**src/rtl/vga_defines.svh**
```systemverilog
`ifndef VGA_DEFINES_SVH
`define VGA_DEFINES_SVH

// Horizontal raster, in clk cycles
`define VGA_H_ACTIVE     64
`define VGA_H_FRONT      4
`define VGA_H_SYNC       8
`define VGA_H_BACK       4
`define VGA_H_TOTAL      80

// Vertical raster, in lines
`define VGA_V_ACTIVE     48
`define VGA_V_FRONT      2
`define VGA_V_SYNC       2
`define VGA_V_BACK       2
`define VGA_V_TOTAL      54

// Register bus
`define VGA_BUS_WIDTH    32
`define VGA_CTRL_WIDTH   8
`define VGA_CTRL_WE_BIT  1

// Field positions on bus_in
`define VGA_BUS_X_LSB    0
`define VGA_BUS_Y_LSB    8
`define VGA_BUS_PIX_LSB  0

// One word per visible pixel
`define VGA_FB_DEPTH     3072

`endif

```
**src/rtl/vga_video_pkg.sv**
```systemverilog
`include "vga_defines.svh"

package vga_video_pkg;

    // RGB332 pixel
    typedef logic [7:0] pixel_t;

    // x or y as carried on the bus
    typedef logic [7:0] coord_t;

    // Raster counters, sized to hold total - 1
    typedef logic [$clog2(`VGA_H_TOTAL)-1:0] h_count_t;
    typedef logic [$clog2(`VGA_V_TOTAL)-1:0] v_count_t;

    // Linear index y * 64 + x
    typedef logic [$clog2(`VGA_FB_DEPTH)-1:0] fb_addr_t;

endpackage

```
**src/rtl/vga_pixel_out.sv**
```systemverilog
module vga_pixel_out (
    input  logic                  clk,
    input  logic                  reset,
    input  logic                  raw_hsync,
    input  logic                  raw_vsync,
    input  logic                  raw_active,
    input  vga_video_pkg::pixel_t rd_data,
    output logic                  hsync,
    output logic                  vsync,
    output logic                  de,
    output vga_video_pkg::pixel_t rgb
);

    logic hsync_d;
    logic vsync_d;
    logic active_d;

    // Matches the one-cycle framebuffer read
    always_ff @(posedge clk) begin
        if (reset) begin
            hsync_d  <= 1'b1;
            vsync_d  <= 1'b1;
            active_d <= 1'b0;
        end else begin
            hsync_d  <= raw_hsync;
            vsync_d  <= raw_vsync;
            active_d <= raw_active;
        end
    end

    // Output register, colour blanked outside the visible area
    always_ff @(posedge clk) begin
        if (reset) begin
            hsync <= 1'b1;
            vsync <= 1'b1;
            de    <= 1'b0;
            rgb   <= '0;
        end else begin
            hsync <= hsync_d;
            vsync <= vsync_d;
            de    <= active_d;
            rgb   <= active_d ? rd_data : '0;
        end
    end

endmodule

```
**config.mk**
```make
export PLATFORM = sky130hd
export DESIGN_NAME = vga_pixel_out
export DESIGN_NICKNAME = d
export VERILOG_FILES = /design/src/rtl/vga_video_pkg.sv /design/src/rtl/vga_pixel_out.sv
export VERILOG_INCLUDE_DIRS = /design/src /design/src/rtl
export SDC_FILE = /design/constraint.sdc
export NUM_CORES = 1
export LEC_CHECK = 0
export ABC_AREA = 1
export ABC_CLOCK_PERIOD_IN_PS = 1400
export BUFFER_PORTS_ARGS = -buffer_cell sky130_fd_sc_hd__buf_4
export CAP_MARGIN = 20
export CORE_AREA = 3 3 40 42
export DETAILED_ROUTE_END_ITERATION = 6
export DIE_AREA = 0 0 43 45
export PLACE_DENSITY_LB_ADDON = 0.05
export SYNTH_ARGS = -nofsm -noshare
export SYNTH_HDL_FRONTEND = slang
export SYNTH_SLANG_ARGS = --single-unit
```
**constraint.sdc**
```tcl
create_clock -name clk -period 1.4 [get_ports clk]
set_clock_uncertainty 0.15 [all_clocks]
set_input_delay 0.21 -clock clk [delete_from_list [all_inputs] [get_ports clk]]
set_output_delay 0.21 -clock clk [all_outputs]
set_load 0.005 [all_outputs]
```
=== Word level (Yosys, flattened, before mapping) ===
Index checks and enable logic that the tools add are counted.

* Input port bits: 13
* Logic and storage cells: 9
* Output and inout port bits: 11
* Bits in registers: 14

* Bitwise gates (word level): 1
* Reductions and logical operators: 1

{| class="wikitable"
|+ Operators with widths
! cell !! number
|-
| OR reduction 2 bit || 1
|-
| NOT 1 bit || 1
|}

=== Logic depth before layout (Yosys ltp) ===
* Word-level depth: 2
* Gate-level depth with buffers: 3
* Mapped depth without buffers: 3

=== Worst setup path after synthesis ===
OpenSTA, ideal clock, no wires.

* Path kind: reg-to-reg
* Start point: reg hsync_d
* End point: reg hsync
* Required time: 1.130 ns
* Library setup time: 0.120 ns
* Clock period less this slack: 0.723 ns
* Cell stages (with the launch flop): 2
* Arrival: 0.453 ns
* Setup slack: 0.677 ns
* Cells stage by stage: dfxtp_1 -> or2_1

{| class="wikitable"
|+ RTL lines
! element !! line !! source
|-
| start, declared || vga_pixel_out.sv:14 || <nowiki>logic hsync_d;</nowiki>
|-
| start signal, assigned || vga_pixel_out.sv:25 || <nowiki>hsync_d <= raw_hsync;</nowiki>
|-
| end signal, assigned || vga_pixel_out.sv:39 || <nowiki>hsync <= hsync_d;</nowiki>
|-
| end, declared || vga_pixel_out.sv:8 || <nowiki>output logic hsync,</nowiki>
|}

No word-level cell between the ends.

=== Final worst setup path ===
* Start point: in reset
* End point: reg vsync

{| class="wikitable"
|+ RTL lines
! element !! line !! source
|-
| start, declared || vga_pixel_out.sv:3 || <nowiki>input logic reset,</nowiki>
|-
| end signal, assigned || vga_pixel_out.sv:40 || <nowiki>vsync <= vsync_d;</nowiki>
|-
| end, declared || vga_pixel_out.sv:9 || <nowiki>output logic vsync,</nowiki>
|}

No word-level cell between the ends.

==> results_dict.tcl <==
set metrics [dict create \
    status "finished clean" \
    ys_seq_area_frac 0.7157 \
    num_antenna_cells 0 \
    worstSetupPathType "in2reg" \
    vias_per_cell 3.685 \
    cts_tree "built" \
    syn_inst 39 \
    synth_nets 52 \
    clkLatencyLatePin_ps 270 \
    crit_path_max_fanout 6 \
    irDropWorstVdd_mv 0.6580 \
    finish.utilization 0.5648 \
    yosysTopAreaCell "dfxtp_1" \
    cts.clk_slew.worst_paths_ps 80 \
    clockBufferDepth 2 \
    drv_slew 0 \
    max_freq_ghz 0.9012 \
    critical_path_arrival_ps 1120 \
    grt_pass1_vias 310 \
    wl_met2_um 436 \
    hpwl_um 498.7 \
    io_buffers 23 \
    cp-end-kind "flop" \
    fp.dieH_um 45 \
    grt_pass1_wl_mm 1.352 \
    grt_max_degree 10 \
    relSlewSlack 0.9271 \
    clkSinkCount 14 \
    critPathLaunchType "input pin" \
    drc 0 \
    synth_area_sq_um 391.6 \
    initial_core_util 0.3048 \
    hp-class "reg2reg" \
    cts_resized 0 \
    dr_wl_met3_um 94 \
    finalHoldViolations 0 \
    routedWlPerCell_um 9.098 \
    vias 339 \
    rsz0062_at_grt "false" \
    synth_area_leaders "dfxtp_1, inv_1, nor2_1" \
    drt_iter0_markers 0 \
    detail-route-antenna-nets 0 \
    tightest_slew_ps 109.2 \
    yosysWarnings 0 \
    root_buffer "clkbuf_4" \
    cts_buffers 3 \
    layout.nets 92 \
    die-area_sq_um 1935 \
    ys_ff_latch 14 \
    finalNonFillerCells 92 \
    overflow 0 \
    wl_met1_um 298 \
    die_w_um 43 \
    ios 24 \
    leakagePower_nw 0.3888 \
    worst_slack_ps 290.4 \
    htree_num_levels 1 \
    cap_viol_max_count 0 \
    antenna_found_initial 0 \
    ys_types 6 \
    fin_crit_sh 0.7926 \
    grt_util_all_layers 0.1047 \
    dpl.cell_count 77 \
    tns_ps 0 \
    routed_wl_um 837 \
    layout-drive-gt1-share 0.3636 \
    core_sq_um 1285 \
    synthesis.area_per_instance_sq_um 10.04 \
    setup_viol 0 \
    finalCriticalPeriod_ps 1110 \
    dp_slack_ps 558.8 \
    syn2layout_area_growth_pct 85.30 \
    place_congestion 0.5653 \
    routed.top_layer "met4" \
    drtPass1Iterations 1 \
    worstPathRequired_ps 1410 \
    row_count 13 \
    power_density_nw_per_um2 986.2 \
    synth_top_area_share 0.7157 \
]
[through the flow]
stage	power [W]	hold slack [ps]	cell area [sq um]
floorplan	0.0004414	131.2	391.6
global placement	0.0004835	238.2	583.1
detailed placement	0.0004845	241.7	583.1
CTS	0.0007275	263.2	725.7
global route	0.0007653	287.5	725.7
finish	0.0007157	262.3	725.7
[cell families after synthesis]
family                 count (synthesis)  share of synthesized area
DFF                                   14                     0.7157
and+or+nand+nor                       14                     0.1789
buffers and inverters                 11                     0.1054
[layout by cell type, fill, tap and decap left out]
cell type,n
buf_4,23
dfxtp_1,14
dlygate4sd3_1,12
inv_1,10
nor2_1,9
or2_1,4
clkbuf_4,3
inv_2,1
nand2_4,1
[sequential cells by signal (all words and copies together) (netlist names)]
signal / count
active_d: 1
de: 1
hsync: 1
hsync_d: 1
rgb: 8
vsync: 1
vsync_d: 1
[worst max-delay path: stages]
cell and delay [ps]:
dlygate4sd3_1 530, buf_4 150, or2_1 220
[timing repair]
| action | in CTS | in global routing |
|---|---|---|
| hold buffers | 12 | 0 |
| endpoints found under the hold margin | 11 | 0 |
| setup buffers | 0 | 0 |
[Yosys cell counts, drive strengths merged]
cell	instances
inv	11
nand2	1
nor2	9
or2	4
dfxtp	14
[where the power goes]
group / switching, W / internal [W] / leakage [nW]
clock network: 0.000115 / 0.0000996 / 0.0138
logic: 0.0000252 / 0.0000604 / 0.260
registers: 0.00000394 / 0.000412 / 0.115
total: 0.000144 / 0.000572 / 0.389
[layout make-up]
class	instances	area [sq um]
Sequential cell	14	280.3
Inverter	11	41.29
Timing Repair Buffer	35	292.8
Tap cell	15	18.77
Fill cell	121	559.3
Multi-Input combinational cell	14	70.07
Clock buffer	3	22.52
[metal layers]
metal,vias to the layer above,GRT usage
met2,17,0.1856
met1,137,0.09559
met4,0,0.03614
met5,-,0
met3,2,0.07171
li1,183,-
[worst paths after layout]
path	start	to	slack [ps]	cells after the start
setup / recovery	reset	vsync	290	3
hold / removal	hsync_d	hsync	260	1
setup reg to reg	vsync_d	vsync	640	1
hold reg to reg	hsync_d	hsync	260	1
(Power assumes the default switching activity.)
