### config.mk
export PLATFORM = sky130hd
export DESIGN_NAME = vga_write_port
export DESIGN_NICKNAME = d
export VERILOG_FILES = /design/src/rtl/vga_bus_pkg.sv /design/src/rtl/vga_video_pkg.sv /design/src/rtl/vga_write_port.sv
export VERILOG_INCLUDE_DIRS = /design/src /design/src/rtl
export SDC_FILE = /design/constraint.sdc
export NUM_CORES = 1
export LEC_CHECK = 0
export BUFFER_PORTS_ARGS = -buffer_cell sky130_fd_sc_hd__buf_2
export CAP_MARGIN = 30
export CORE_ASPECT_RATIO = 1.1
export CORE_MARGIN = 4
export CORE_UTILIZATION = 31
export CTS_CLUSTER_DIAMETER = 120
export DETAILED_ROUTE_END_ITERATION = 10
export PLACE_DENSITY = 0.81
export SKIP_CTS_REPAIR_TIMING = 1
export SLEW_MARGIN = 20
export SYNTH_ARGS = -nofsm -noshare
export SYNTH_HDL_FRONTEND = slang
export SYNTH_SLANG_ARGS = --single-unit
### constraint.sdc
create_clock -name clk -period 0.8 [get_ports clk]
set_input_delay 0.12 -clock clk [delete_from_list [all_inputs] [get_ports clk]]
set_output_delay 0.12 -clock clk [all_outputs]
set_load 0.03 [all_outputs]
### src/rtl/vga_defines.svh
`ifndef VGA_DEFINES_SVH
`define VGA_DEFINES_SVH

// Horizontal raster, in clk cycles
`define VGA_H_ACTIVE     64
`define VGA_H_FRONT      4
`define VGA_H_SYNC       8
`define VGA_H_BACK       4
`define VGA_H_TOTAL      80

// Vertical raster, in lines
`define VGA_V_ACTIVE     48
`define VGA_V_FRONT      2
`define VGA_V_SYNC       2
`define VGA_V_BACK       2
`define VGA_V_TOTAL      54

// Register bus
`define VGA_BUS_WIDTH    32
`define VGA_CTRL_WIDTH   8
`define VGA_CTRL_WE_BIT  1

// Field positions on bus_in
`define VGA_BUS_X_LSB    0
`define VGA_BUS_Y_LSB    8
`define VGA_BUS_PIX_LSB  0

// One word per visible pixel
`define VGA_FB_DEPTH     3072

`endif

### src/rtl/vga_bus_pkg.sv
`include "vga_defines.svh"

package vga_bus_pkg;

    // Address cycle: x in 7..0, y in 15..8
    // Data cycle: pixel in 7..0
    typedef logic [`VGA_BUS_WIDTH-1:0] bus_word_t;

    // Control byte sent with each strobe
    typedef logic [`VGA_CTRL_WIDTH-1:0] ctrl_t;

    // Slave interface FSM states, read path not implemented
    typedef enum logic [1:0] {
        ST_WAIT_FOR_ACK = 2'd0,
        ST_WRITE_WAIT   = 2'd1,
        ST_WRITE_DATA   = 2'd2,
        ST_FINISH       = 2'd3
    } slave_state_t;

endpackage

### src/rtl/vga_video_pkg.sv
`include "vga_defines.svh"

package vga_video_pkg;

    // RGB332 pixel
    typedef logic [7:0] pixel_t;

    // x or y as carried on the bus
    typedef logic [7:0] coord_t;

    // Raster counters, sized to hold total - 1
    typedef logic [$clog2(`VGA_H_TOTAL)-1:0] h_count_t;
    typedef logic [$clog2(`VGA_V_TOTAL)-1:0] v_count_t;

    // Linear index y * 64 + x
    typedef logic [$clog2(`VGA_FB_DEPTH)-1:0] fb_addr_t;

endpackage

### src/rtl/vga_write_port.sv
`include "vga_defines.svh"

module vga_write_port (
    input  logic                    clk,
    input  logic                    reset,
    input  logic                    addr_write,
    input  logic                    data_we,
    input  vga_bus_pkg::bus_word_t  bus_in,
    output logic                    fb_we,
    output vga_video_pkg::fb_addr_t fb_waddr,
    output vga_video_pkg::pixel_t   fb_wdata
);

    import vga_video_pkg::*;

    coord_t   x_in;
    coord_t   y_in;
    fb_addr_t addr_q;
    logic     addr_valid;

    assign x_in = bus_in[`VGA_BUS_X_LSB +: 8];
    assign y_in = bus_in[`VGA_BUS_Y_LSB +: 8];

    // Latched address
    always_ff @(posedge clk) begin
        if (addr_write) begin
            // Width is a power of two, so y * 64 + x is a concatenation
            addr_q <= {y_in[5:0], x_in[5:0]};
        end
    end

    // Range flag for the latched address
    always_ff @(posedge clk) begin
        if (reset) begin
            addr_valid <= 1'b0;
        end else if (addr_write) begin
            addr_valid <= (x_in < `VGA_H_ACTIVE) && (y_in < `VGA_V_ACTIVE);
        end
    end

    // Out-of-range writes never reach the memory
    assign fb_we    = data_we && addr_valid;
    assign fb_waddr = addr_q;
    assign fb_wdata = bus_in[`VGA_BUS_PIX_LSB +: 8];

endmodule

=== After elaboration in Yosys (flattened, before gate mapping) ===
Index checks and enable logic that the tools add are counted.
W data, S select, Z words.

* $add $sub $neg: 0
* Multiply operators: 0
* Div/mod/pow operators: 0
* Order comparisons: 2
* Eq/ne operators: 0
* Shift operators: 0
* Multiplexer cells: 0
* Bitwise logic cells: 0
* Reductions and logical operators: 2

{| class="wikitable"
|+ Operator list
! kind !! count
|-
| $lt A8 B6 Y1 const B || 1
|-
| $lt A8 B7 Y1 const B || 1
|-
| $logic_and A1 B1 Y1 || 2
|}

* Flip-flop bits (word level): 13
* Bits in latches: 0
* RAM bits: 0
* Bits in read-only memories: 0
* Bits of input ports: 36
* Output and inout bits: 21
* Word-level logic and storage cells: 6
* Memories: 0

=== Longest topological paths before layout ===
* Depth after elaboration: 2
* Depth in mapped cells: 2
* Gate-level depth less buffers: 2

=== Worst setup path before layout ===
No wires, ideal clock.

* Path type: register to register
* From: reg, netlist name addr_valid
* To: reg addr_valid
* Library setup time: 0.116 ns
* Arrival time: 0.582 ns
* Data required time: 0.684 ns
* Setup slack: 0.102 ns
* Cell stages (with the launch flop): 3
* Path buffers: 0
* Cell sequence: dfxtp_1 -> nor3b_1 -> a41o_1

{| class="wikitable"
|+ RTL lines
! what !! line !! text
|-
| end signal: assignment || vga_write_port.sv:37 || <nowiki>addr_valid <= (x_in < `VGA_H_ACTIVE) && (y_in < `VGA_V_ACTIVE);</nowiki>
|-
| end: declaration || vga_write_port.sv:19 || <nowiki>logic addr_valid;</nowiki>
|}

=== Worst setup path in the final report ===
* From: reg addr_valid
* To: out fb_we

* Word-level cells in the longest chain between the ends: 1

{| class="wikitable"
|+ RTL lines
! what !! line !! text
|-
| $logic_and A1 B1 Y1 || vga_write_port.sv:42 || <nowiki>assign fb_we = data_we && addr_valid;</nowiki>
|-
| end: declaration || vga_write_port.sv:9 || <nowiki>output logic fb_we,</nowiki>
|}

Every way passes these cells.

==> impl_metrics.env <==
export IMPL_p_int_mw=1.13
export IMPL_synth_top_area_share_pct=74.4
export IMPL_placed_area_um2=644
export IMPL_hp_class="input port to register"
export IMPL_cts_inserted_buffers=3
export IMPL_cts_sinks=13
export IMPL_worst_setup_path_type="register to output pin"
export IMPL_syn_num_nets=63
export IMPL_synth_most_common_cell="edfxtp_1"
export IMPL_nNetsFinal=100
export IMPL_area_growth_pct=56.1
export IMPL_die_w_um=45.7
export IMPL_power_switching_uw=407
export IMPL_max_freq_mhz=1030
export IMPL_setup_viol=13
export IMPL_layout_min_cycle_time_ps=968
export IMPL_clock_latency_ps=260
export IMPL_cts_buffer_depth=2
export IMPL_ys_types=9
export IMPL_seqCellArea_um2=382
export IMPL_die_h_um=49.5
export IMPL_place_congestion=0.644
export IMPL_peakVddDrop_uv=889
export IMPL_fin_area_um2=756
export IMPL_utilization_pct=53.3
export IMPL_netlist_instances=27
export IMPL_syn_area_per_cell_um2=17.9
export IMPL_ant_nets=0
export IMPL_synthFlopType="edfxtp_1"
export IMPL_grt_use_total_pct=8.71
export IMPL_synth_warnings=0
export IMPL_grt_pass1_vias=347
export IMPL_dp_slack_ps=-35.4
export IMPL_clock_root_buffer="clkbuf_4"
export IMPL_rows=14
export IMPL_crit_path_top_delay_cell="dfxtp_2"
export IMPL_post_drt_wl_per_cell_um=11.4
export IMPL_holdWs_ps=30.6
export IMPL_finalHoldViolCount=0
export IMPL_cp_max_fo=2
export IMPL_relSlewSlack_pct=80.6
export IMPL_grtUsageMet3_pct=5.09
export IMPL_dp_hpwl_um=743
export IMPL_drive_gt1_share_pct=73.0
export IMPL_status="finished, violations left"
export IMPL_cts_tree="built"
export IMPL_overflow=0
export IMPL_arrival_ps=850
export IMPL_io_buffer_count=40
export IMPL_drcViolationCount=0
export IMPL_num_io_pins=57
export IMPL_antenna_found_initial=0
export IMPL_violations="negative setup slack"
export IMPL_initial_core_util_pct=34.1
export IMPL_initialDrtViolationCount=2
export IMPL_detail_route_vias_per_cell=4.47
export IMPL_crit_family="flip-flops"
export IMPL_postSynth_asyncResetShare_pct=0
export IMPL_filler_cell_count=127
export IMPL_path_cells="and2_4 > buf_6"
export IMPL_pwr_share_comb_pct=21.8
export IMPL_grtUsageMet2_pct=14.7
export IMPL_grt_pass1_wl_um=1390
export IMPL_wl_um=904
export IMPL_fin_crit_sh_pct=121
export IMPL_finalWorstSetupSlack_ps=-168
export IMPL_synth_top_area_cell="edfxtp_1"
export IMPL_ys_seq_area_share_pct=78.6
export IMPL_yosys_register_bits=13
export IMPL_htreeDepth=1
export IMPL_synth_edf_count=12
export IMPL_dr_total_vias=353
export IMPL_synth_area_leaders="edfxtp_1 74%, buf_4 12%, dfxtp_1 4.1%"
export IMPL_cp_end_kind="output pin"
export IMPL_p_leak_nw=0.351
export IMPL_worstPathBufferInverterCount=1
export IMPL_die_area_um2=2260
export IMPL_core_area_um2=1420
export IMPL_power_density_nw_per_um2=2030
export IMPL_fin_skew_ps=0
export IMPL_p_seq_share_pct=53.3
export IMPL_grt_busiest_layer="met2"
export IMPL_grt_util_met1_pct=8.56
export IMPL_max_cap_violations=0
export IMPL_drt_pass1_iter_count=2
export IMPL_rsz0062_at_grt="yes"
export IMPL_required_ps=680
export IMPL_pwr_share_clk_pct=24.8
export IMPL_cts_clk_slew_worst_paths_ps=70
export IMPL_final_max_slew_violation_count=0
export IMPL_slowest_delay_ps=330
export IMPL_diodes=0
export IMPL_switching_share_pct=26.5
export IMPL_multi_input_area_um2=42.5
export IMPL_grt_start_max_net_pins=15
export IMPL_synthesis_area_um2=484
export IMPL_cp_start_kind="register"
export IMPL_synth_top_cells_by_count="12 x edfxtp_1, 8 x buf_4"
export IMPL_finalSetupTns_ps=-1540
export IMPL_worstMarginPinSlew_ps=291
layout make-up:
type	count	area share (%)
Clock buffer	4	3.48
Tap cell	16	2.65
Inverter	1	0.497
Timing Repair Buffer	40	37.3
Sequential cell	13	50.5
Multi-Input combinational cell	5	5.63
per-layer routing:
| layer | vias to the layer above | part of all wire, % |
|---|---|---|
| met1 | 161 | 31 |
| li1 | 162 | - |
| met4 | 0 | 0 |
| met5 | - | 0 |
| met3 | 0 | 17 |
| met2 | 30 | 52 |
worst reg2reg max path: cells and delay by family (launching register included):
family	cells	cell delay, ps
flops	1	320
compound gates	1	210
simple gates	1	130
placed cells by master, fill, tap and decap left out, types with 3 or more instances in the layout:
cell type	n
buf_2	27
buf_6	13
clkbuf_4	3
edfxtp_1	12
final timing paths:
path / depth (start not counted) / slack, ps / start / end
worst min register to register: 2 / 680 / addr_valid$_SDFFE_PP0P_ / addr_valid$_SDFFE_PP0P_
worst max register to register: 2 / 20 / addr_valid$_SDFFE_PP0P_ / addr_valid$_SDFFE_PP0P_
worst min-delay path: 1 / 30 / bus_in[11] / fb_waddr[9]$_DFFE_PP_
worst max-delay path: 2 / -170 / addr_valid$_SDFFE_PP0P_ / fb_we
flip-flops by register name (all words and copies together) (netlist names):
register / count
addr_valid: 1
fb_waddr: 12
cell families after synthesis:
logic type             Yosys count  synth area share, %
and+or+nand+nor                  4                 6.20
buffers and inverters            9                 13.2
DFF                             13                 78.6
AOI/OAI and AO/OA                1                 2.07
power by group through the flow:
stage                     clock, mW  sequential, mW  combinational (mW)
after floorplan                   0           0.928              0.0802
after global placement            0           0.820               0.280
after detailed placement          0           0.822               0.284
after CTS                     0.403           0.807               0.284
after global routing          0.450           0.824               0.354
final                         0.381           0.818               0.335
metrics by stage:
stage | power, mW | instances
finish | 1.53 | 79
global placement | 1.10 | 75
global route | 1.63 | 79
CTS | 1.49 | 79
floorplan | 1.01 | 27
detailed placement | 1.11 | 75
No activity file was read; power rests on OpenSTA's default activity.
