$ cat src/rtl/vga_defines.svh
`ifndef VGA_DEFINES_SVH
`define VGA_DEFINES_SVH

// Horizontal raster, in clk cycles
`define VGA_H_ACTIVE     64
`define VGA_H_FRONT      4
`define VGA_H_SYNC       8
`define VGA_H_BACK       4
`define VGA_H_TOTAL      80

// Vertical raster, in lines
`define VGA_V_ACTIVE     48
`define VGA_V_FRONT      2
`define VGA_V_SYNC       2
`define VGA_V_BACK       2
`define VGA_V_TOTAL      54

// Register bus
`define VGA_BUS_WIDTH    32
`define VGA_CTRL_WIDTH   8
`define VGA_CTRL_WE_BIT  1

// Field positions on bus_in
`define VGA_BUS_X_LSB    0
`define VGA_BUS_Y_LSB    8
`define VGA_BUS_PIX_LSB  0

// One word per visible pixel
`define VGA_FB_DEPTH     3072

`endif

$ cat src/rtl/vga_bus_pkg.sv
`include "vga_defines.svh"

package vga_bus_pkg;

    // Address cycle: x in 7..0, y in 15..8
    // Data cycle: pixel in 7..0
    typedef logic [`VGA_BUS_WIDTH-1:0] bus_word_t;

    // Control byte sent with each strobe
    typedef logic [`VGA_CTRL_WIDTH-1:0] ctrl_t;

    // Slave interface FSM states, read path not implemented
    typedef enum logic [1:0] {
        ST_WAIT_FOR_ACK = 2'd0,
        ST_WRITE_WAIT   = 2'd1,
        ST_WRITE_DATA   = 2'd2,
        ST_FINISH       = 2'd3
    } slave_state_t;

endpackage

$ cat src/rtl/vga_slave_interface.sv
`include "vga_defines.svh"

module vga_slave_interface (
    input  logic                clk,
    input  logic                reset,
    input  logic                ack,
    input  vga_bus_pkg::ctrl_t  ctrl_in,
    output logic                addr_write,
    output logic                data_we
);

    import vga_bus_pkg::*;

    slave_state_t state;
    slave_state_t next_state;
    logic         we_bit;

    assign we_bit = ctrl_in[`VGA_CTRL_WE_BIT];

    always_ff @(posedge clk) begin
        if (reset) begin
            state <= ST_WAIT_FOR_ACK;
        end else begin
            state <= next_state;
        end
    end

    // Next state
    always_comb begin
        next_state = state;
        case (state)
            ST_WAIT_FOR_ACK: begin
                // Strobes without the write bit are dropped here
                if (ack && we_bit) begin
                    next_state = ST_WRITE_WAIT;
                end
            end
            ST_WRITE_WAIT: begin
                next_state = ST_WRITE_DATA;
            end
            ST_WRITE_DATA: begin
                next_state = ST_FINISH;
            end
            ST_FINISH: begin
                // Hold until the master drops ack
                if (!ack) begin
                    next_state = ST_WAIT_FOR_ACK;
                end
            end
            default: begin
                next_state = ST_WAIT_FOR_ACK;
            end
        endcase
    end

    // Address latch pulse in the strobe cycle itself
    always_comb begin
        addr_write = 1'b0;
        if (state == ST_WAIT_FOR_ACK) begin
            addr_write = ack && we_bit;
        end
    end

    // Pixel data sits on bus_in two cycles after the strobe
    assign data_we = (state == ST_WRITE_DATA);

endmodule

$ cat config.mk
export PLATFORM = sky130hd
export DESIGN_NAME = vga_slave_interface
export DESIGN_NICKNAME = d
export VERILOG_FILES = /design/src/rtl/vga_bus_pkg.sv /design/src/rtl/vga_slave_interface.sv
export VERILOG_INCLUDE_DIRS = /design/src /design/src/rtl
export SDC_FILE = /design/constraint.sdc
export NUM_CORES = 1
export LEC_CHECK = 0
export BUFFER_PORTS_ARGS = -buffer_cell sky130_fd_sc_hd__buf_4
export CORE_AREA = 10 10 47 49
export DETAILED_ROUTE_END_ITERATION = 12
export DIE_AREA = 0 0 57 59
export PLACE_DENSITY_LB_ADDON = 0.08
export SLEW_MARGIN = 40
export SYNTH_ARGS = -nofsm -noshare
export SYNTH_HDL_FRONTEND = slang
export SYNTH_SLANG_ARGS = --single-unit
$ cat constraint.sdc
create_clock -name clk -period 1.3 [get_ports clk]
set_clock_uncertainty 0.1 [all_clocks]
set_input_delay 0.065 -clock clk [delete_from_list [all_inputs] [get_ports clk]]
set_output_delay 0.065 -clock clk [all_outputs]
set_load 0.005 [all_outputs]
* After elaboration in Yosys (flattened, before gate mapping)
Cells that the tools add are included.
Word-level totals: flip-flop bits (word level) 2, bits of input ports 11, output and inout port bits 2
Operators by class: equality and inequality tests 5, muxes and demuxes 4, reduce and logical (&&, ||, !) cells 3
Operators by type and width (number):
- 2-bit one-hot mux with 4 select lines | 1
- 2-bit == test (second input constant) | 2
- 2-bit 2-to-1 mux | 2
- 2-bit by 1-bit == test with 1-bit output (second input constant) | 1
- 2-bit zero test | 1
- 2-bit by 1-bit inequality test with 1-bit output (second input constant) | 1
- 2-bit inequality test (second input constant) | 1
- 2-bit AND reduction | 1
- 1-bit logical AND | 1
- 1-bit 2-to-1 mux | 1

* Logic depth before layout (Yosys ltp)
Gate-level depths: netlist (run 1).
word-level depth 3, mapped depth 5, gate-level depth less buffers 5

* Worst setup path after synthesis (run 1)
No wires, ideal clock.
kind reg2reg, start register state[0], end register state[0], setup time 0.115 ns, data arrival time 0.941 ns, setup slack 0.144 ns, cell stages (with the launch flop) 6, path buffers 0, path through dfxtp_1 > inv_1 > ha_1 > a211oi_1 > nor2_1 > o21a_1
Between the ends: cells in the longest elaborated chain, start to end 3, elaborated cells on any way between the ends 8
Ends and longest elaborated chain:
- start: declaration | line vga_slave_interface.sv:14 | slave_state_t state;
- start signal: assignment | line vga_slave_interface.sv:24 | state <= next_state;
- 2-bit == test / 2-bit zero test (equally long branches) | line vga_slave_interface.sv:31 | case (state)
- 2-bit inequality test (no source line) / 2-bit by 1-bit inequality test with 1-bit output (equally long branches)
- 2-bit AND reduction (no source line)
Several ways; a longest one is shown, not always the timed one. A chain may end at the register's enable or synchronous reset.

* Worst setup path after layout (run 1)
start register state[0], end output port addr_write
Between the ends: cells in the longest elaborated chain, start to end 2
Ends and longest elaborated chain:
- 2-bit zero test | line vga_slave_interface.sv:59 | if (state == ST_WAIT_FOR_ACK) begin
- 1-bit 2-to-1 mux | line vga_slave_interface.sv:59
- end: declaration | line vga_slave_interface.sv:8 | output logic addr_write,
No other way between the ends.

==> run summary, run 1 <==
Run status: finished, final reports clean
Critical path required time: 1.13 ns
DP Cell Count: 37
Mapped Cells: 16
Die H: 59 um
Num CTS Buffers: 3
Final TNS setup: 0 ns
Clock root buffer: clkbuf_4
Register area share after synthesis: 26.7%
Multi-input gate area: 124 sq um
Drt drc: 0
PortBufs: 5
Initial antenna violation count: 0
WL met3: 31 um
Nets: 42
Post-synth top area cell: dfxtp_1
Pwr dens: 2100 nW/um^2
Netlist cell types: 11
Setup ws final: 0.0667 ns
Setup-failing EPs final: 0
# diodes: 0
Largest regs: state x2
Place WS: 0.0266 ns
End of the critical path: addr_write
Routed vias: 142
WL final: 368 um
Gpl congestion: 0.626
Setup crit start: state[0]
Yosys warns: 0
Leading cell type in the layout, fill and taps excluded: buf_4
Seq pwr share: 21.3%
Worst min path class: in2reg
DR pass1 iterations: 1
Vias per cell: 3.38
Clock share of power: 23.8%
Levels on crit path: 4
Cells along the critical path: inv_2 -> ha_4 -> and3_4 -> buf_4
DRT iter0 DRCs: 0
Fill cell count: 170
Combinational power share: 54.9%
Top delay family on crit path: flip-flops
Switching Fraction: 33.5%
Leakage power: 0.120 nW
Vias in the first global route: 152
Minimum period implied by the final worst setup slack: 1.23 ns
VDD IR max: 0.000781 V
Syn_nets: 30
Fmax: 811 MHz
Area Overhead vs Synth: 80.8%
CTS tree: built
Reg2reg end: state[1]
Die width: 57 um
Gr usage total: 2.68%
Clock sinks: 2
Wl on met1: 206 um
Rows: 14
WP data arrival: 1.07 ns
Commonest non-fill, non-tap cells in the layout: 6 x buf_4, 3 x clkbuf_4
Max reg flops: 2
Slew HR: 87.6%
Ranking of synthesized cells by area: dfxtp_1 27%, ha_1 25%, a22oi_2 8.3%
R2R setup slack: 0.07 ns
# IOs: 13
Core ar.: 1400 sq um
Internal power component: 0.000379 W
CP max stage cell: dfxtp_2
Final Max Tran Viols: 0
RSZ-0062 raised after global routing: false
Proportion of netlist area held by the largest area contributor: 26.7%
R2r worst-path depth: 4
Clock Path Buffers: 2
Least-Margin Pin Slew: 0.186 ns
Layout cells sized above 1: 65.4%
WL per Instance: 8.76 um
Total gr overflow: 0
Crit. End Element: output port
Worst skew pair latency: 0.22 ns
Startpoint Class: flip-flop
CP peak stage delay: 0.33 ns
Htree depth: 1
First-pass GRT wire length: 655 um
Final non-filler cell total: 42
Worst-path maximum fanout: 3
NetSw: 0.000191 W
Syn_area_per_cell: 9.38 sq um
Fin. Hold Viols: 0
WL met2: 130 um
Starting Density: 10.7%
Synthesized area: 150 sq um
Antenna-violating nets left: 0
Seq cells post-synth: 2
Pwr Total: 0.000571 W
Hold Slack: 0.101 ns
Clock-pin slew on the worst setup and hold paths: 0.03 ns
Top Metal Used: met3
Worst Path Buf+Inv: 2
Most flop-heavy register: state
Maximum number of pins on one net before global-route repair: 5
Seq. cell area: 42.5 sq um
Max-cap violations: 0
Worst setup path category: reg2out
Final Cycle Share: 94.9%
Total die area: 3360 sq um
Reg-to-Reg Start: state[1]
[final cells by class]
cell class | instances | area share [%]
inverters | 2 | 2.76
clock buffers | 3 | 8.29
repair buffers | 7 | 20.3
flip-flops and latches | 2 | 15.7
multi-input cells | 12 | 45.6
well taps | 16 | 7.37
[per-stage QoR]
step	util (%)	area, sq um
2_1_floorplan	-	150
3_3_place_gp	14.8	208
3_5_place_dp	14.8	208
4_1_cts	18.8	263
5_1_grt	19.4	272
6_report	19.4	272
[worst min-delay path by stage]
stage / start / to / slack [ns] / depth (start not counted)
floorplan: reset / state[0] / 0.12 / 2
global placement: reset / state[0] / 0.24 / 3
detailed placement: reset / state[0] / 0.24 / 3
CTS: ack / state[1] / 0.09 / 3
global route: ack / state[1] / 0.10 / 3
finish: ack / state[1] / 0.10 / 3
[synth_stat cells]
master / count
ha_1: 3
inv_1: 2
o21a_1: 1
nand2b_1: 2
a22oi_2: 1
a211oi_1: 1
nor2_1: 1
mux2i_1: 1
and3_2: 1
dfxtp_1: 2
nand2_1: 1
[power groups by stage]
| stage | combinational, W | sequential [W] | clock, W |
|---|---|---|---|
| floorplan | 0.000155 | 0.000112 | 0 |
| CTS | 0.000294 | 0.000120 | 0.000146 |
| global placement | 0.000225 | 0.000121 | 0 |
| detailed placement | 0.000222 | 0.000119 | 0 |
| global route | 0.000357 | 0.000129 | 0.000153 |
| finish | 0.000313 | 0.000122 | 0.000136 |
[what timing repair did]
action | in CTS | in global routing
endpoints found under the setup margin | 1 | 2
hold endpoints to repair | 1 | 0
buffers inserted | 1 | 0
pin swaps | 1 | 1
hold buffers | 1 | 0
gates resized for setup | 5 | 3
[kinds of logic after synthesis]
family | after synthesis | share of synthesized area [%]
muxes | 1 | 6.67
AOI/OAI and AO/OA | 3 | 18.3
DFF | 2 | 26.7
adders and majority gates | 3 | 25.0
and+or+nand+nor | 5 | 18.3
buffers and inverters | 2 | 5.00
[worst reg2reg max path, stage by stage, from the launching register on]
cell and delay [ns]:
dfxtp_2 0.31, buf_4 0.14, ha_1 0.20, a22oi_2 0.20
mux2i_1 0.20
[per-layer routing]
metal	global-route usage (%)	vias to the layer above
li1	-	75
met1	3.20	61
met2	2.48	6
met3	2.15	0
met4	3.02	0
met5	0	-
No activity file was read; power rests on OpenSTA's default activity.
==> inputs of run 2 (changes only) <==
==> constraint.sdc (replaced) <==
create_clock -name clk -period 1.4 [get_ports clk]
set_clock_uncertainty 0.1 [all_clocks]
set_input_delay 0.35 -clock clk [delete_from_list [all_inputs] [get_ports clk]]
set_output_delay 0.35 -clock clk [all_outputs]
set_load 0.005 [all_outputs]
==> run 2 against run 1 <==
The run now ends with negative setup slack left. Global-route usage rose by 0.48 points. Clock power fell by 9%. Worst setup slack got worse by 0.10 ns. Core utilization rose by 0.45 points. Non-clock buffer count rose by 1. Sequential share of layout area fell by 0.35 points. Sequential power fell by 12%. Power fell by 1.5%. First-iteration DRC count rose by 13. Die area did not move. Combinational power rose by 6%. Final area rose by 2.3%. Largest cell class unchanged. Highest routed layer unchanged.
==> run summary, run 2 (same netlist as run 1, synthesis figures left out) <==
Layout cells sized above 1: 70.4% (was 65.4%)
Crit. End Element: output port (unchanged)
Failing checks: negative setup slack
Clock Path Buffers: 2 (unchanged)
Seq pwr share: 19.1% (was 21.3%)
Die width: 57 um (unchanged)
Worst setup path category: reg2out (unchanged)
Largest regs: state x2 (unchanged)
Nets: 43 (was 42)
Final HPWL DP: 319 um
Hold Path Stages: 3 (unchanged)
Pwr dens: 2020 nW/um^2 (was 2100 nW/um^2)
VDD IR max: 0.000465 V (was 0.000781 V)
Most flop-heavy register: state (unchanged)
PortBufs: 5 (unchanged)
Num CTS Buffers: 3 (unchanged)
Startpoint Class: flip-flop (unchanged)
Setup-failing EPs final: 2 (was 0)
DRT iter0 DRCs: 13 (was 0)
Max-cap violations: 0 (unchanged)
Run status: finished with violations (was finished, final reports clean)
Postcts setup bufs: 0 (was 1)
Worst skew pair latency: 0.22 ns (about the same)
Vias in the first global route: 187 (was 152)
Htree depth: 1 (unchanged)
Hold_sp: reset (was ack)
RSZ-0062 raised after global routing: true (was false)
WL final: 392 um (was 368 um)
Final TNS setup: -0.0510 ns (was 0 ns)
Clock sinks: 2 (unchanged)
Leading cell type in the layout, fill and taps excluded: buf_4 (unchanged)
Final non-filler cell total: 43 (was 42)
Clock root buffer: clkbuf_4 (unchanged)
Core ar.: 1400 sq um (unchanged)
R2R setup slack: 0.14 ns (was 0.07 ns)
Final Max Tran Viols: 0 (unchanged)
Maximum number of pins on one net before global-route repair: 5 (unchanged)
Hold EP: state[0] (was state[1])
Final Cycle Share: 103%
Fin. Hold Viols: 0 (unchanged)
Max reg flops: 2 (unchanged)
WP data arrival: 0.99 ns (was 1.07 ns)
R2r worst-path depth: 5 (was 4)
CTS tree: built (unchanged)
Clock share of power: 22.0% (was 23.8%)
Seq. cell area: 42.5 sq um (unchanged)
Slew HR: 85.0% (was 87.6%)
Internal power component: 0.000377 W (was 0.000379 W)
Commonest non-fill, non-tap cells in the layout: 7 x buf_4, 3 x clkbuf_4, 2 x inv_2, 2 x nand2b_1, 2 x dfxtp_2 (was 6 x buf_4, 3 x clkbuf_4)
DR pass1 iterations: 3 (was 1)
WL per Instance: 9.12 um (was 8.76 um)
Area Overhead vs Synth: 85.0% (was 80.8%)
Worst-path maximum fanout: 2 (was 3)
Starting Density: 10.7% (unchanged)
Minimum period implied by the final worst setup slack: 1.44 ns
Gr usage total: 3.15% (was 2.68%)
Total gr overflow: 0 (unchanged)
NetSw: 0.000185 W (was 0.000191 W)
Leakage power: 0.123 nW (was 0.120 nW)
Vias per cell: 3.42 (was 3.38)
Drt drc: 0 (unchanged)
Combinational power share: 58.9% (was 54.9%)
Rows: 14 (unchanged)
Reg2reg end: state[0] (was state[1])
Fmax: 696 MHz
Clock-pin slew on the worst setup and hold paths: 0.03 ns (about the same)
CTS hold repair buffers: 0 (was 1)
Setup ws final: -0.0364 ns (was 0.0667 ns)
Reg-to-Reg Start: state[0] (was state[1])
First-pass GRT wire length: 779 um (was 655 um)
Least-Margin Pin Slew: 0.224 ns (was 0.186 ns)
Switching Fraction: 32.9% (was 33.5%)
Worst min path class: in2reg (unchanged)
Routed vias: 147 (was 142)
Pwr Total: 0.000562 W (was 0.000571 W)
Critical path required time: 0.95 ns (was 1.13 ns)
Gpl congestion: 0.632 (was 0.626)
# IOs: 13 (unchanged)
Die H: 59 um (unchanged)
Total die area: 3360 sq um (unchanged)
Fill cell count: 160 (was 170)
Antenna-violating nets left: 0 (unchanged)
Multi-input gate area: 121 sq um (was 124 sq um)
# diodes: 0 (unchanged)
Initial antenna violation count: 0 (unchanged)
DP Cell Count: 40 (was 37)
## run 2: changes by cell type in the layout (fill, tap and decap cells not counted), sizes merged
cell	previous run	this run
buf	6	8
dlygate4sd3	1	0
## run 2: timing repair
action,CTS,global route
pin swaps,2,0
setup endpoints to repair,2,2
gates resized for setup,9,0
## run 2: critical path, stage by stage, from the launching register on
cell and delay [ns]:
dfxtp_2 0.32, inv_2 0.05, ha_4 0.15, and3_4 0.14
buf_6 0.11
## run 2: worst max-delay path by stage
| stage | start | end | slack (ns) |
|---|---|---|---|
| 2_1_floorplan | state[0] | addr_write | 0.14 |
| 3_3_place_gp | state[0] | addr_write | 0.03 |
| 3_5_place_dp | state[0] | addr_write | 0.03 |
| 4_1_cts | state[0] | addr_write | -0.05 |
| 5_1_grt | state[0] | addr_write | -0.09 |
| 6_report | state[0] | addr_write | -0.04 |
## run 2: cell type report
cell class / count / area share (%)
clock buffers: 3 / 8.11
inverters: 2 / 2.70
multi-input cells: 12 / 43.7
flip-flops and latches: 2 / 15.3
well taps: 16 / 7.21
repair buffers: 8 / 23.0
## run 2: metal layers
metal	routed length [um]	track usage, %
met1	210	3.44
met2	146	3.41
met3	34	1.50
met4	0	5.03
met5	0	0
## run 2: power by group through the flow
stage          Clock, W  Sequential (W)  Combinational [W]
2_1_floorplan         0        0.000104           0.000144
3_3_place_gp          0       0.0000972           0.000288
3_5_place_dp          0       0.0000977           0.000285
4_1_cts        0.000133        0.000107           0.000336
5_1_grt        0.000139        0.000112           0.000383
6_report       0.000124        0.000107           0.000331
## run 2: stage by stage
step	cell area [sq um]	setup slack [ns]	hold slack (ns)	util (%)
floorplan	150	0.138	0.369	-
global placement	230	0.0278	0.455	16.4
detailed placement	230	0.0292	0.463	16.4
CTS	278	-0.0493	0.286	19.8
global route	278	-0.0868	0.293	19.8
finish	278	-0.0364	0.288	19.8
