[src/rtl/vga_defines.svh]
`ifndef VGA_DEFINES_SVH
`define VGA_DEFINES_SVH

// Horizontal raster, in clk cycles
`define VGA_H_ACTIVE     64
`define VGA_H_FRONT      4
`define VGA_H_SYNC       8
`define VGA_H_BACK       4
`define VGA_H_TOTAL      80

// Vertical raster, in lines
`define VGA_V_ACTIVE     48
`define VGA_V_FRONT      2
`define VGA_V_SYNC       2
`define VGA_V_BACK       2
`define VGA_V_TOTAL      54

// Register bus
`define VGA_BUS_WIDTH    32
`define VGA_CTRL_WIDTH   8
`define VGA_CTRL_WE_BIT  1

// Field positions on bus_in
`define VGA_BUS_X_LSB    0
`define VGA_BUS_Y_LSB    8
`define VGA_BUS_PIX_LSB  0

// One word per visible pixel
`define VGA_FB_DEPTH     3072

`endif

[src/rtl/vga_video_pkg.sv]
`include "vga_defines.svh"

package vga_video_pkg;

    // RGB332 pixel
    typedef logic [7:0] pixel_t;

    // x or y as carried on the bus
    typedef logic [7:0] coord_t;

    // Raster counters, sized to hold total - 1
    typedef logic [$clog2(`VGA_H_TOTAL)-1:0] h_count_t;
    typedef logic [$clog2(`VGA_V_TOTAL)-1:0] v_count_t;

    // Linear index y * 64 + x
    typedef logic [$clog2(`VGA_FB_DEPTH)-1:0] fb_addr_t;

endpackage

[src/rtl/vga_timing.sv]
`include "vga_defines.svh"

module vga_timing (
    input  logic                    clk,
    input  logic                    reset,
    output logic                    raw_hsync,
    output logic                    raw_vsync,
    output logic                    raw_active,
    output vga_video_pkg::fb_addr_t rd_addr
);

    import vga_video_pkg::*;

    localparam int H_LAST       = `VGA_H_TOTAL - 1;
    localparam int V_LAST       = `VGA_V_TOTAL - 1;
    localparam int H_SYNC_START = `VGA_H_ACTIVE + `VGA_H_FRONT;
    localparam int H_SYNC_END   = H_SYNC_START + `VGA_H_SYNC;
    localparam int V_SYNC_START = `VGA_V_ACTIVE + `VGA_V_FRONT;
    localparam int V_SYNC_END   = V_SYNC_START + `VGA_V_SYNC;

    h_count_t h_count;
    v_count_t v_count;
    logic     line_end;

    assign line_end = (h_count == h_count_t'(H_LAST));

    // Pixel position within the line
    always_ff @(posedge clk) begin
        if (reset) begin
            h_count <= '0;
        end else if (line_end) begin
            h_count <= '0;
        end else begin
            h_count <= h_count + 1'b1;
        end
    end

    // Line number, steps once per line
    always_ff @(posedge clk) begin
        if (reset) begin
            v_count <= '0;
        end else if (line_end) begin
            if (v_count == v_count_t'(V_LAST)) begin
                v_count <= '0;
            end else begin
                v_count <= v_count + 1'b1;
            end
        end
    end

    // Syncs are active low
    assign raw_hsync = !((h_count >= h_count_t'(H_SYNC_START)) &&
                         (h_count <  h_count_t'(H_SYNC_END)));
    assign raw_vsync = !((v_count >= v_count_t'(V_SYNC_START)) &&
                         (v_count <  v_count_t'(V_SYNC_END)));

    assign raw_active = (h_count < h_count_t'(`VGA_H_ACTIVE)) &&
                        (v_count < v_count_t'(`VGA_V_ACTIVE));

    // Same layout as the write side, y * 64 + x
    assign rd_addr = raw_active ? {v_count, h_count[5:0]} : '0;

endmodule

[config.mk]
export PLATFORM = sky130hd
export DESIGN_NAME = vga_timing
export DESIGN_NICKNAME = d
export VERILOG_FILES = /design/src/rtl/vga_video_pkg.sv /design/src/rtl/vga_timing.sv
export VERILOG_INCLUDE_DIRS = /design/src /design/src/rtl
export SDC_FILE = /design/constraint.sdc
export NUM_CORES = 1
export LEC_CHECK = 0
export BUFFER_PORTS_ARGS = -buffer_cell sky130_fd_sc_hd__buf_2
export CORE_UTILIZATION = 52
export DETAILED_ROUTE_END_ITERATION = 10
export GPL_TIMING_DRIVEN = 0
export PLACE_DENSITY = 0.77
export SYNTH_ARGS = -nofsm -noshare
export SYNTH_HDL_FRONTEND = slang
export SYNTH_SLANG_ARGS = --single-unit
[constraint.sdc]
create_clock -name clk -period 1.65 [get_ports clk]
set_input_delay 0.165 -clock clk [delete_from_list [all_inputs] [get_ports clk]]
set_output_delay 0.165 -clock clk [all_outputs]
set_load 0.005 [all_outputs]
---- Word-level counts from Yosys, hierarchy flattened ----
Index checks and enable logic that the tools add are counted.
word-level totals
  output and inout bits ................... 15
  word-level logic and storage cells ...... 20
  register bits ........................... 13
cells by class
  reduce and logical (&&, ||, !) cells .... 6
  eq/ne operators ......................... 2
  add/subtract/negate cells ............... 2
  mux-type cells .......................... 2
  magnitude comparators ................... 6
operator list
  kind                   count
  $lt A7 B7 Y1 const B   2
  $lt A6 B6 Y1 const B   2
  $mux W12               1
  $add A7 B1 Y7 const B  1
  $eq A7 B7 Y1 const B   1
  $ge A7 B7 Y1 const B   1
  $add A6 B1 Y6 const B  1
  $eq A6 B6 Y1 const B   1
  $ge A6 B6 Y1 const B   1
  $mux W6                1
  $logic_and A1 B1 Y1    3
  $logic_not A1 Y1       2
  $reduce_or A2 Y1       1

---- Depth between registers and ports, before layout ----
Gate-level depths: netlist (run 1).
  depth in word-level cells ............... 3
  depth in mapped cells ................... 6
  mapped depth without buffers ............ 6

---- Least setup slack after synthesis (run 1) ----
No wires, ideal clock.
  kind .................................... register to register
  start ................................... register h_count[0]
  end ..................................... register v_count[2]
  required time ........................... 1.535 ns
  stages on the path, launching flop included .. 6
  slack ................................... 0.183 ns
  arrival time ............................ 1.352 ns
  cells stage by stage .................... dfxtp_1 -> ha_1 -> nand3_2 -> nor3b_4 -> o211a_1 -> nor3_2
between the ends
  word-level cells in the longest chain between the ends .. 1
ends and longest elaborated chain
  element                   RTL line          source
  start: declaration        vga_timing.sv:21  h_count_t h_count;
  start signal: assignment  vga_timing.sv:34  h_count <= h_count + 1'b1;
  $eq A7 B7 Y1              vga_timing.sv:25  assign line_end = (h_count == h_count_t'(H_LAST));
  end signal: assignment    vga_timing.sv:46  v_count <= v_count + 1'b1;
  end: declaration          vga_timing.sv:22  v_count_t v_count;
Every way passes these cells.
A chain may end at the register's enable or synchronous reset.

---- Final worst setup path (run 1) ----
  start ................................... register v_count[4]
  end ..................................... output raw_vsync
between the ends
  word-level cells in the longest chain between the ends .. 3
  elaborated cells on any way between the ends .. 4
  classes of those cells .................. 2 x order compare; 2 x reduce/logical
ends and longest elaborated chain
  element                                              RTL line                            source
  $ge A6 B6 Y1 / $lt A6 B6 Y1 (equally long branches)  vga_timing.sv:54, vga_timing.sv:55
  $logic_and A1 B1 Y1 *                                vga_timing.sv:54                    assign raw_vsync = !((v_count >= v_count_t'(V_SYNC_START)) &&
  $logic_not A1 Y1 *                                   vga_timing.sv:54
  end: declaration                                     vga_timing.sv:7                     output logic raw_vsync,
Every way passes the cells marked *; elsewhere a longest branch is shown, timed or not.

==> results.sh, run 1 <==
export IMPL_antenna_cells=0
export IMPL_finalClockSkew_ps=0.874
export IMPL_cts_root_buf="clkbuf_4"
export IMPL_grt_setup_unrepaired="false"
export IMPL_min_period_ps=1560
export IMPL_switching_share_pct=22.9
export IMPL_cellLeakagePower_nw=0.410
export IMPL_layout_nets=124
export IMPL_vias=702
export IMPL_p_per_area_nw_per_um2=578
export IMPL_overflow=0
export IMPL_cts_sinks=13
export IMPL_die_h_um=41.4
export IMPL_wl_um=1640
export IMPL_final_util_pct=70.6
export IMPL_hold_buffers=0
export IMPL_worst_slack_ps=87.3
export IMPL_synth_area_um2=806
export IMPL_grt_first_pass_wirelength_um=2330
export IMPL_clkTransAtPathRegs_ps=80
export IMPL_outcome="completed"
export IMPL_start_util_pct=59.0
export IMPL_syn_nets=101
export IMPL_grt_use_total_pct=21.5
export IMPL_postSynthCellCount=94
export IMPL_power_w=0.000558
export IMPL_crit_required_ps=1480
export IMPL_worstMarginPinSlew_ps=354
export IMPL_fin_area_um2=965
export IMPL_ioPinCount=17
export IMPL_placedCellCount=125
export IMPL_drt_pass1_iter_count=4
export IMPL_setup_violations=0
export IMPL_dpl_cell_area_um2=905
export IMPL_wl_per_cell_um=12.5
export IMPL_start_kind="flip-flop"
export IMPL_drive_gt1_share_pct=30.2
export IMPL_insertion_delay_ps=270
export IMPL_die_width_um=41.4
export IMPL_dp_hpwl_um=1160
export IMPL_drtIter0Drc=11
export IMPL_hp_class="in -> reg"
export IMPL_seqPwrFrac_pct=58.6
export IMPL_layout_common_cells="buf_2, dfxtp_1, and2_1"
export IMPL_synth_warning_count=0
export IMPL_instances_no_fill=131
export IMPL_p_clk_share_pct=35.4
export IMPL_slowest_delay_ps=460
export IMPL_min_delay_start="reset"
export IMPL_slew_headroom_pct=76.2
export IMPL_drc=0
export IMPL_r2r_end="v_count[1]"
export IMPL_via_per_inst=5.36
export IMPL_hold_viol_final=0
export IMPL_cts_buffer_depth=2
export IMPL_core_area_um2=1370
export IMPL_critPathKind="reg -> out"
export IMPL_post_route_period_util_pct=94.7
export IMPL_max_cap_viol_count=0
export IMPL_layout_commonest_cell="buf_2"
export IMPL_dpl_worst_slack_ps=-42.1
export IMPL_path_depth=3
export IMPL_antenna_found_initial=0
export IMPL_num_rows=13
export IMPL_vdd_drop_max_mv=0.616
export IMPL_grt_max_degree=11
export IMPL_area_delta_synth_final_pct=19.7
export IMPL_first_global_vias=539
export IMPL_reg2reg_depth=4
export IMPL_p_int_w=0.000430
export IMPL_crit_path_top_delay_cell="or4_1"
export IMPL_comb_power_share_pct=6.0
export IMPL_cts_tree="built"
export IMPL_die_area_um2=1710
export IMPL_p_switching_w=0.000128
export IMPL_drv_slew=0
export IMPL_hold_end="v_count[4]"
export IMPL_path_buf_inv=1
export IMPL_clock_fmax_ghz=0.640
export IMPL_cp_cell_sequence="nand2_1, or4_1, buf_2"
export IMPL_final_antenna_net_count=0
export IMPL_endpoint_kind="primary output"
export IMPL_synth_seq_cells=13
export IMPL_synth_avg_cell_area_um2=8.57
export IMPL_r2r_start="h_count[6]"
export IMPL_routabilityCongestion=0.716
export IMPL_synth_seq_area_share_pct=32.3
export IMPL_crit_family="simple AND/OR/NAND/NOR gates"
export IMPL_synth_distinct_cells=31
export IMPL_cts_buffers=3
export IMPL_portBuffers=16
export IMPL_cp_data_arrival_time_ps=1400
export IMPL_hold_path_depth=2
export IMPL_r2r_slack_ps=140
export IMPL_cts_max_level=1
export IMPL_critPathMaxFanout=6
==> Yosys cell counts <==
master     count  area, um^2
a21oi_1        5        25.0
a21oi_2        2        17.5
and2_1        10        62.6
and3_1         2        12.5
buf_4          1        7.51
buf_6          1        11.3
clkbuf_1       1        3.75
dfxtp_1       13         260
ha_1           5        62.6
inv_1          6        22.5
nand2_1        6        22.5
nand2_2        1        6.26
nand3_1        4        20.0
nand3_2        1        10.0
nand4_2        1        12.5
nor2_1         3        11.3
nor2b_1        3        18.8
nor3_1         7        35.0
nor3_2         1        10.0
nor3b_1        2        15.0
nor3b_2        1        12.5
nor3b_4        1        18.8
o211a_1        1        10.0
o21ai_0        2        10.0
o21ai_1        1        5.00
o2bb2ai_1      1        8.76
o32ai_1        2        17.5
or3_1          4        25.0
or4_1          1        7.51
xnor2_1        2        17.5
xor2_1         3        26.3
==> power by group through the flow <==
stage / clock network (W) / registers (W) / logic, W
5_1_grt: 0.000214 / 0.000329 / 0.0000384
2_1_floorplan: 0 / 0.000333 / 0.0000221
4_1_cts: 0.000200 / 0.000327 / 0.0000337
6_report: 0.000197 / 0.000327 / 0.0000334
3_3_place_gp: 0 / 0.000334 / 0.0000323
3_5_place_dp: 0 / 0.000335 / 0.0000336
==> through the flow <==
stage / hold slack (ps) / TNS [ps]
floorplan: 280 / 0
global placement: 453 / -35.5
detailed placement: 458 / -75.7
CTS: 166 / 0
global route: 184 / 0
finish: 170 / 0
==> worst register-to-register path: stages (launching register included) <==
cell and delay, ps:
dfxtp_1 440, nor3b_2 260, nand4_2 200, or3_1 410, a21oi_2 130
==> per-layer routing <==
metal	track usage [%]	vias up	routed length, um
met5	0	-	0
met4	4.84	0	16
met3	6.38	2	53
met2	37.9	11	780
met1	25.7	321	790
li1	-	368	-
==> registers in the layout (all words and copies together) (netlist names) <==
| signal | cells |
|---|---|
| h_count | 7 |
| v_count | 6 |
==> repair_timing <==
action	CTS	global route
endpoints found under the hold margin	0	0
pin swaps	1	0
gates resized for setup	0	5
setup buffers	2	0
endpoints found under the setup margin	5	12
gates cloned	0	0
==> area by class of cell <==
cell class	count	area, um^2
buffer	3	23.8
clock buffer	4	26.3
fill	122	402
inverter	6	22.5
multi-input combinational	72	503
sequential	13	263
tap	15	18.8
timing repair buffer	18	108
==> worst max-delay path by stage <==
stage / from / to / slack, ps
6_report: v_count[4] / raw_vsync / 90
3_5_place_dp: h_count[0] / v_count[3] / -40
2_1_floorplan: h_count[0] / v_count[2] / 180
5_1_grt: v_count[4] / raw_vsync / 0.4
4_1_cts: v_count[4] / rd_addr[9] / 20
3_3_place_gp: h_count[0] / v_count[3] / -20
==> cell families (layout without fill, tap and decap cells) <==
kind of cell	count (synthesis)	count (layout)	share of synthesized area, %
compound gates	14	14	11.6
xor+xnor	5	5	5.44
fa+ha+maj	5	5	7.76
buf+inv	9	31	5.59
flops	13	13	32.3
simple gates	48	48	37.3
Power figures use the tool's default switching activity.
==> run 2: changes to the inputs <==
--- a/config.mk
+++ b/config.mk
@@ -7,9 +7,9 @@
 export NUM_CORES = 1
 export LEC_CHECK = 0
 export BUFFER_PORTS_ARGS = -buffer_cell sky130_fd_sc_hd__buf_2
+export CORE_MARGIN = 3
 export CORE_UTILIZATION = 52
 export DETAILED_ROUTE_END_ITERATION = 10
-export GPL_TIMING_DRIVEN = 0
 export PLACE_DENSITY = 0.77
 export SYNTH_ARGS = -nofsm -noshare
 export SYNTH_HDL_FRONTEND = slang
==> run 2 against run 1 <==
Effect of this change: sequential share of layout area increased by 0.53 points; global-route usage decreased by 2.7 points; worst setup slack got worse by 8.8 ps; largest power group unchanged; non-clock buffer count increased by 1; cell count increased by 0.76%; critical endpoint unchanged; power decreased by 0.22%; critical path depth increased by 2; clock skew increased by 1.7 ps; maximum frequency decreased by 0.56%; largest cell class unchanged; routed wire length increased by 2.1%; final area decreased by 0.52%.
==> results.sh, run 2 (same netlist as run 1, synthesis figures left out) <==
export IMPL_hold_viol_final=0
export IMPL_p_int_w=0.000427
export IMPL_clock_fmax_ghz=0.636
export IMPL_start_kind="flip-flop"
export IMPL_layout_nets=125
export IMPL_min_delay_start="reset"
export IMPL_ioPinCount=17
export IMPL_grt_met1_usage_pct=24.2
export IMPL_hp_class="in -> reg"
export IMPL_drc=0
export IMPL_area_delta_synth_final_pct=19.1
export IMPL_first_global_vias=633
export IMPL_switching_share_pct=23.3
export IMPL_die_area_um2=2060
export IMPL_final_antenna_net_count=0
export IMPL_hold_end="v_count[1]"
export IMPL_vdd_drop_max_mv=0.516
export IMPL_n_fill_cell=119
export IMPL_start_util_pct=58.3
export IMPL_core_area_um2=1380
export IMPL_drtIter0Drc=17
export IMPL_reg2reg_depth=5
export IMPL_post_route_period_util_pct=95.2
export IMPL_num_rows=13
export IMPL_crit_required_ps=1480
export IMPL_grt_use_met2_pct=29.4
export IMPL_critPathKind="reg -> out"
export IMPL_grt_setup_unrepaired="false"
export IMPL_setup_violations=0
export IMPL_critPathMaxFanout=3
export IMPL_overflow=0
export IMPL_via_per_inst=5.54
export IMPL_cts_sinks=13
export IMPL_p_switching_w=0.000130
export IMPL_die_h_um=45.4
export IMPL_reg_largest_list="h_count (7), v_count (6)"
export IMPL_regMostFlops="h_count"
export IMPL_r2r_end="h_count[5]"
export IMPL_antenna_found_initial=0
export IMPL_drt_pass1_iter_count=4
export IMPL_cts_tree="built"
export IMPL_hold_buffers=0
export IMPL_cts_buffers=3
export IMPL_layout_commonest_cell="buf_2"
export IMPL_cp_cell_sequence="inv_1, ha_1, nor2_1, or4_1, buf_2"
export IMPL_min_period_ps=1570
export IMPL_portBuffers=16
export IMPL_die_width_um=45.4
export IMPL_largest_reg_flops=7
export IMPL_outcome="completed"
export IMPL_dp_hpwl_um=1180
export IMPL_routabilityCongestion=0.822
export IMPL_drv_slew=0
export IMPL_dpl_cell_area_um2=920
export IMPL_insertion_delay_ps=280
export IMPL_grt_busiest_layer="met2"
export IMPL_drive_gt1_share_pct=30.8
export IMPL_placedCellCount=127
export IMPL_p_clk_share_pct=35.6
export IMPL_cts_buffer_depth=2
export IMPL_crit_path_top_delay_cell="or4_1"
export IMPL_comb_power_share_pct=5.8
export IMPL_power_w=0.000557
export IMPL_clkTransAtPathRegs_ps=80
export IMPL_grt_first_pass_wirelength_um=2760
export IMPL_slew_headroom_pct=77.3
export IMPL_hold_path_depth=2
export IMPL_p_per_area_nw_per_um2=580
export IMPL_max_cap_viol_count=0
export IMPL_endpoint_kind="primary output"
export IMPL_cp_data_arrival_time_ps=1410
export IMPL_layout_common_cells="buf_2, and2_1, dfxtp_1"
export IMPL_finalClockSkew_ps=2.54
export IMPL_instances_no_fill=132
export IMPL_r2r_slack_ps=120
export IMPL_grt_use_total_pct=18.9
export IMPL_wl_per_cell_um=12.7
export IMPL_cellLeakagePower_nw=0.415
export IMPL_met3_usage_pct=3.59
export IMPL_slowest_delay_ps=390
export IMPL_cts_max_level=1
export IMPL_antenna_cells=0
export IMPL_seqPwrFrac_pct=58.6
export IMPL_wl_um=1680
export IMPL_fin_area_um2=960
export IMPL_tns_ps=0
export IMPL_r2r_start="h_count[0]"
export IMPL_cts_root_buf="clkbuf_4"
export IMPL_vias=731
export IMPL_grt_max_degree=17
export IMPL_worstMarginPinSlew_ps=338
## run 2: what timing repair did
action	CTS	global route
resized for setup	1	3
pin swaps	0	1
setup endpoints to repair	1	1
endpoints found under the hold margin	0	0
buffers inserted	0	1
## run 2: worst max-delay path: cells and delay by family, from the launching register on
kind / cells / cell delay (ps)
simple gates: 2 / 430
fa+ha+maj: 1 / 150
buf+inv: 2 / 210
flops: 1 / 350
## run 2: final cells by class
class / count / area [um^2] / area share [%]
Inverter: 6 / 22.5 / 2.35
Sequential cell: 13 / 267 / 27.8
Multi-Input combinational cell: 72 / 500 / 52.2
Tap cell: 15 / 18.8 / 1.96
Timing Repair Buffer: 22 / 125 / 13.0
Clock buffer: 4 / 26.3 / 2.74
## run 2: per-stage QoR
stage | worst slack, ps | hold slack, ps | utilization [%]
after floorplan | 183 | 280 | -
after CTS | 24.5 | 237 | 68.5
final | 78.5 | 238 | 69.4
after global placement | 191 | 475 | 66.5
after global routing | 8.99 | 253 | 69.4
after detailed placement | 124 | 490 | 66.5
## run 2: how the worst max path moves through the flow
stage,start,endpoint,slack (ps),cells past startpoint
floorplan,h_count[0],v_count[2],180,5
global placement,h_count[0],v_count[2],190,5
detailed placement,h_count[0],h_count[5],120,5
CTS,v_count[0],raw_vsync,20,5
global route,v_count[0],raw_vsync,9,5
finish,v_count[0],raw_vsync,80,5
## run 2: per-layer routing
| layer | wire length, um | part of all wire [%] |
|---|---|---|
| met1 | 816 | 49 |
| met4 | 42 | 2.5 |
| met5 | 0 | 0 |
| met3 | 98 | 5.9 |
| met2 | 717 | 43 |
## run 2: power by group through the flow
stage | Sequential (W) | Clock [W] | Combinational (W)
floorplan | 0.000333 | 0 | 0.0000221
global placement | 0.000334 | 0 | 0.0000317
detailed placement | 0.000335 | 0 | 0.0000322
CTS | 0.000328 | 0.000203 | 0.0000329
global route | 0.000328 | 0.000216 | 0.0000368
finish | 0.000326 | 0.000198 | 0.0000323
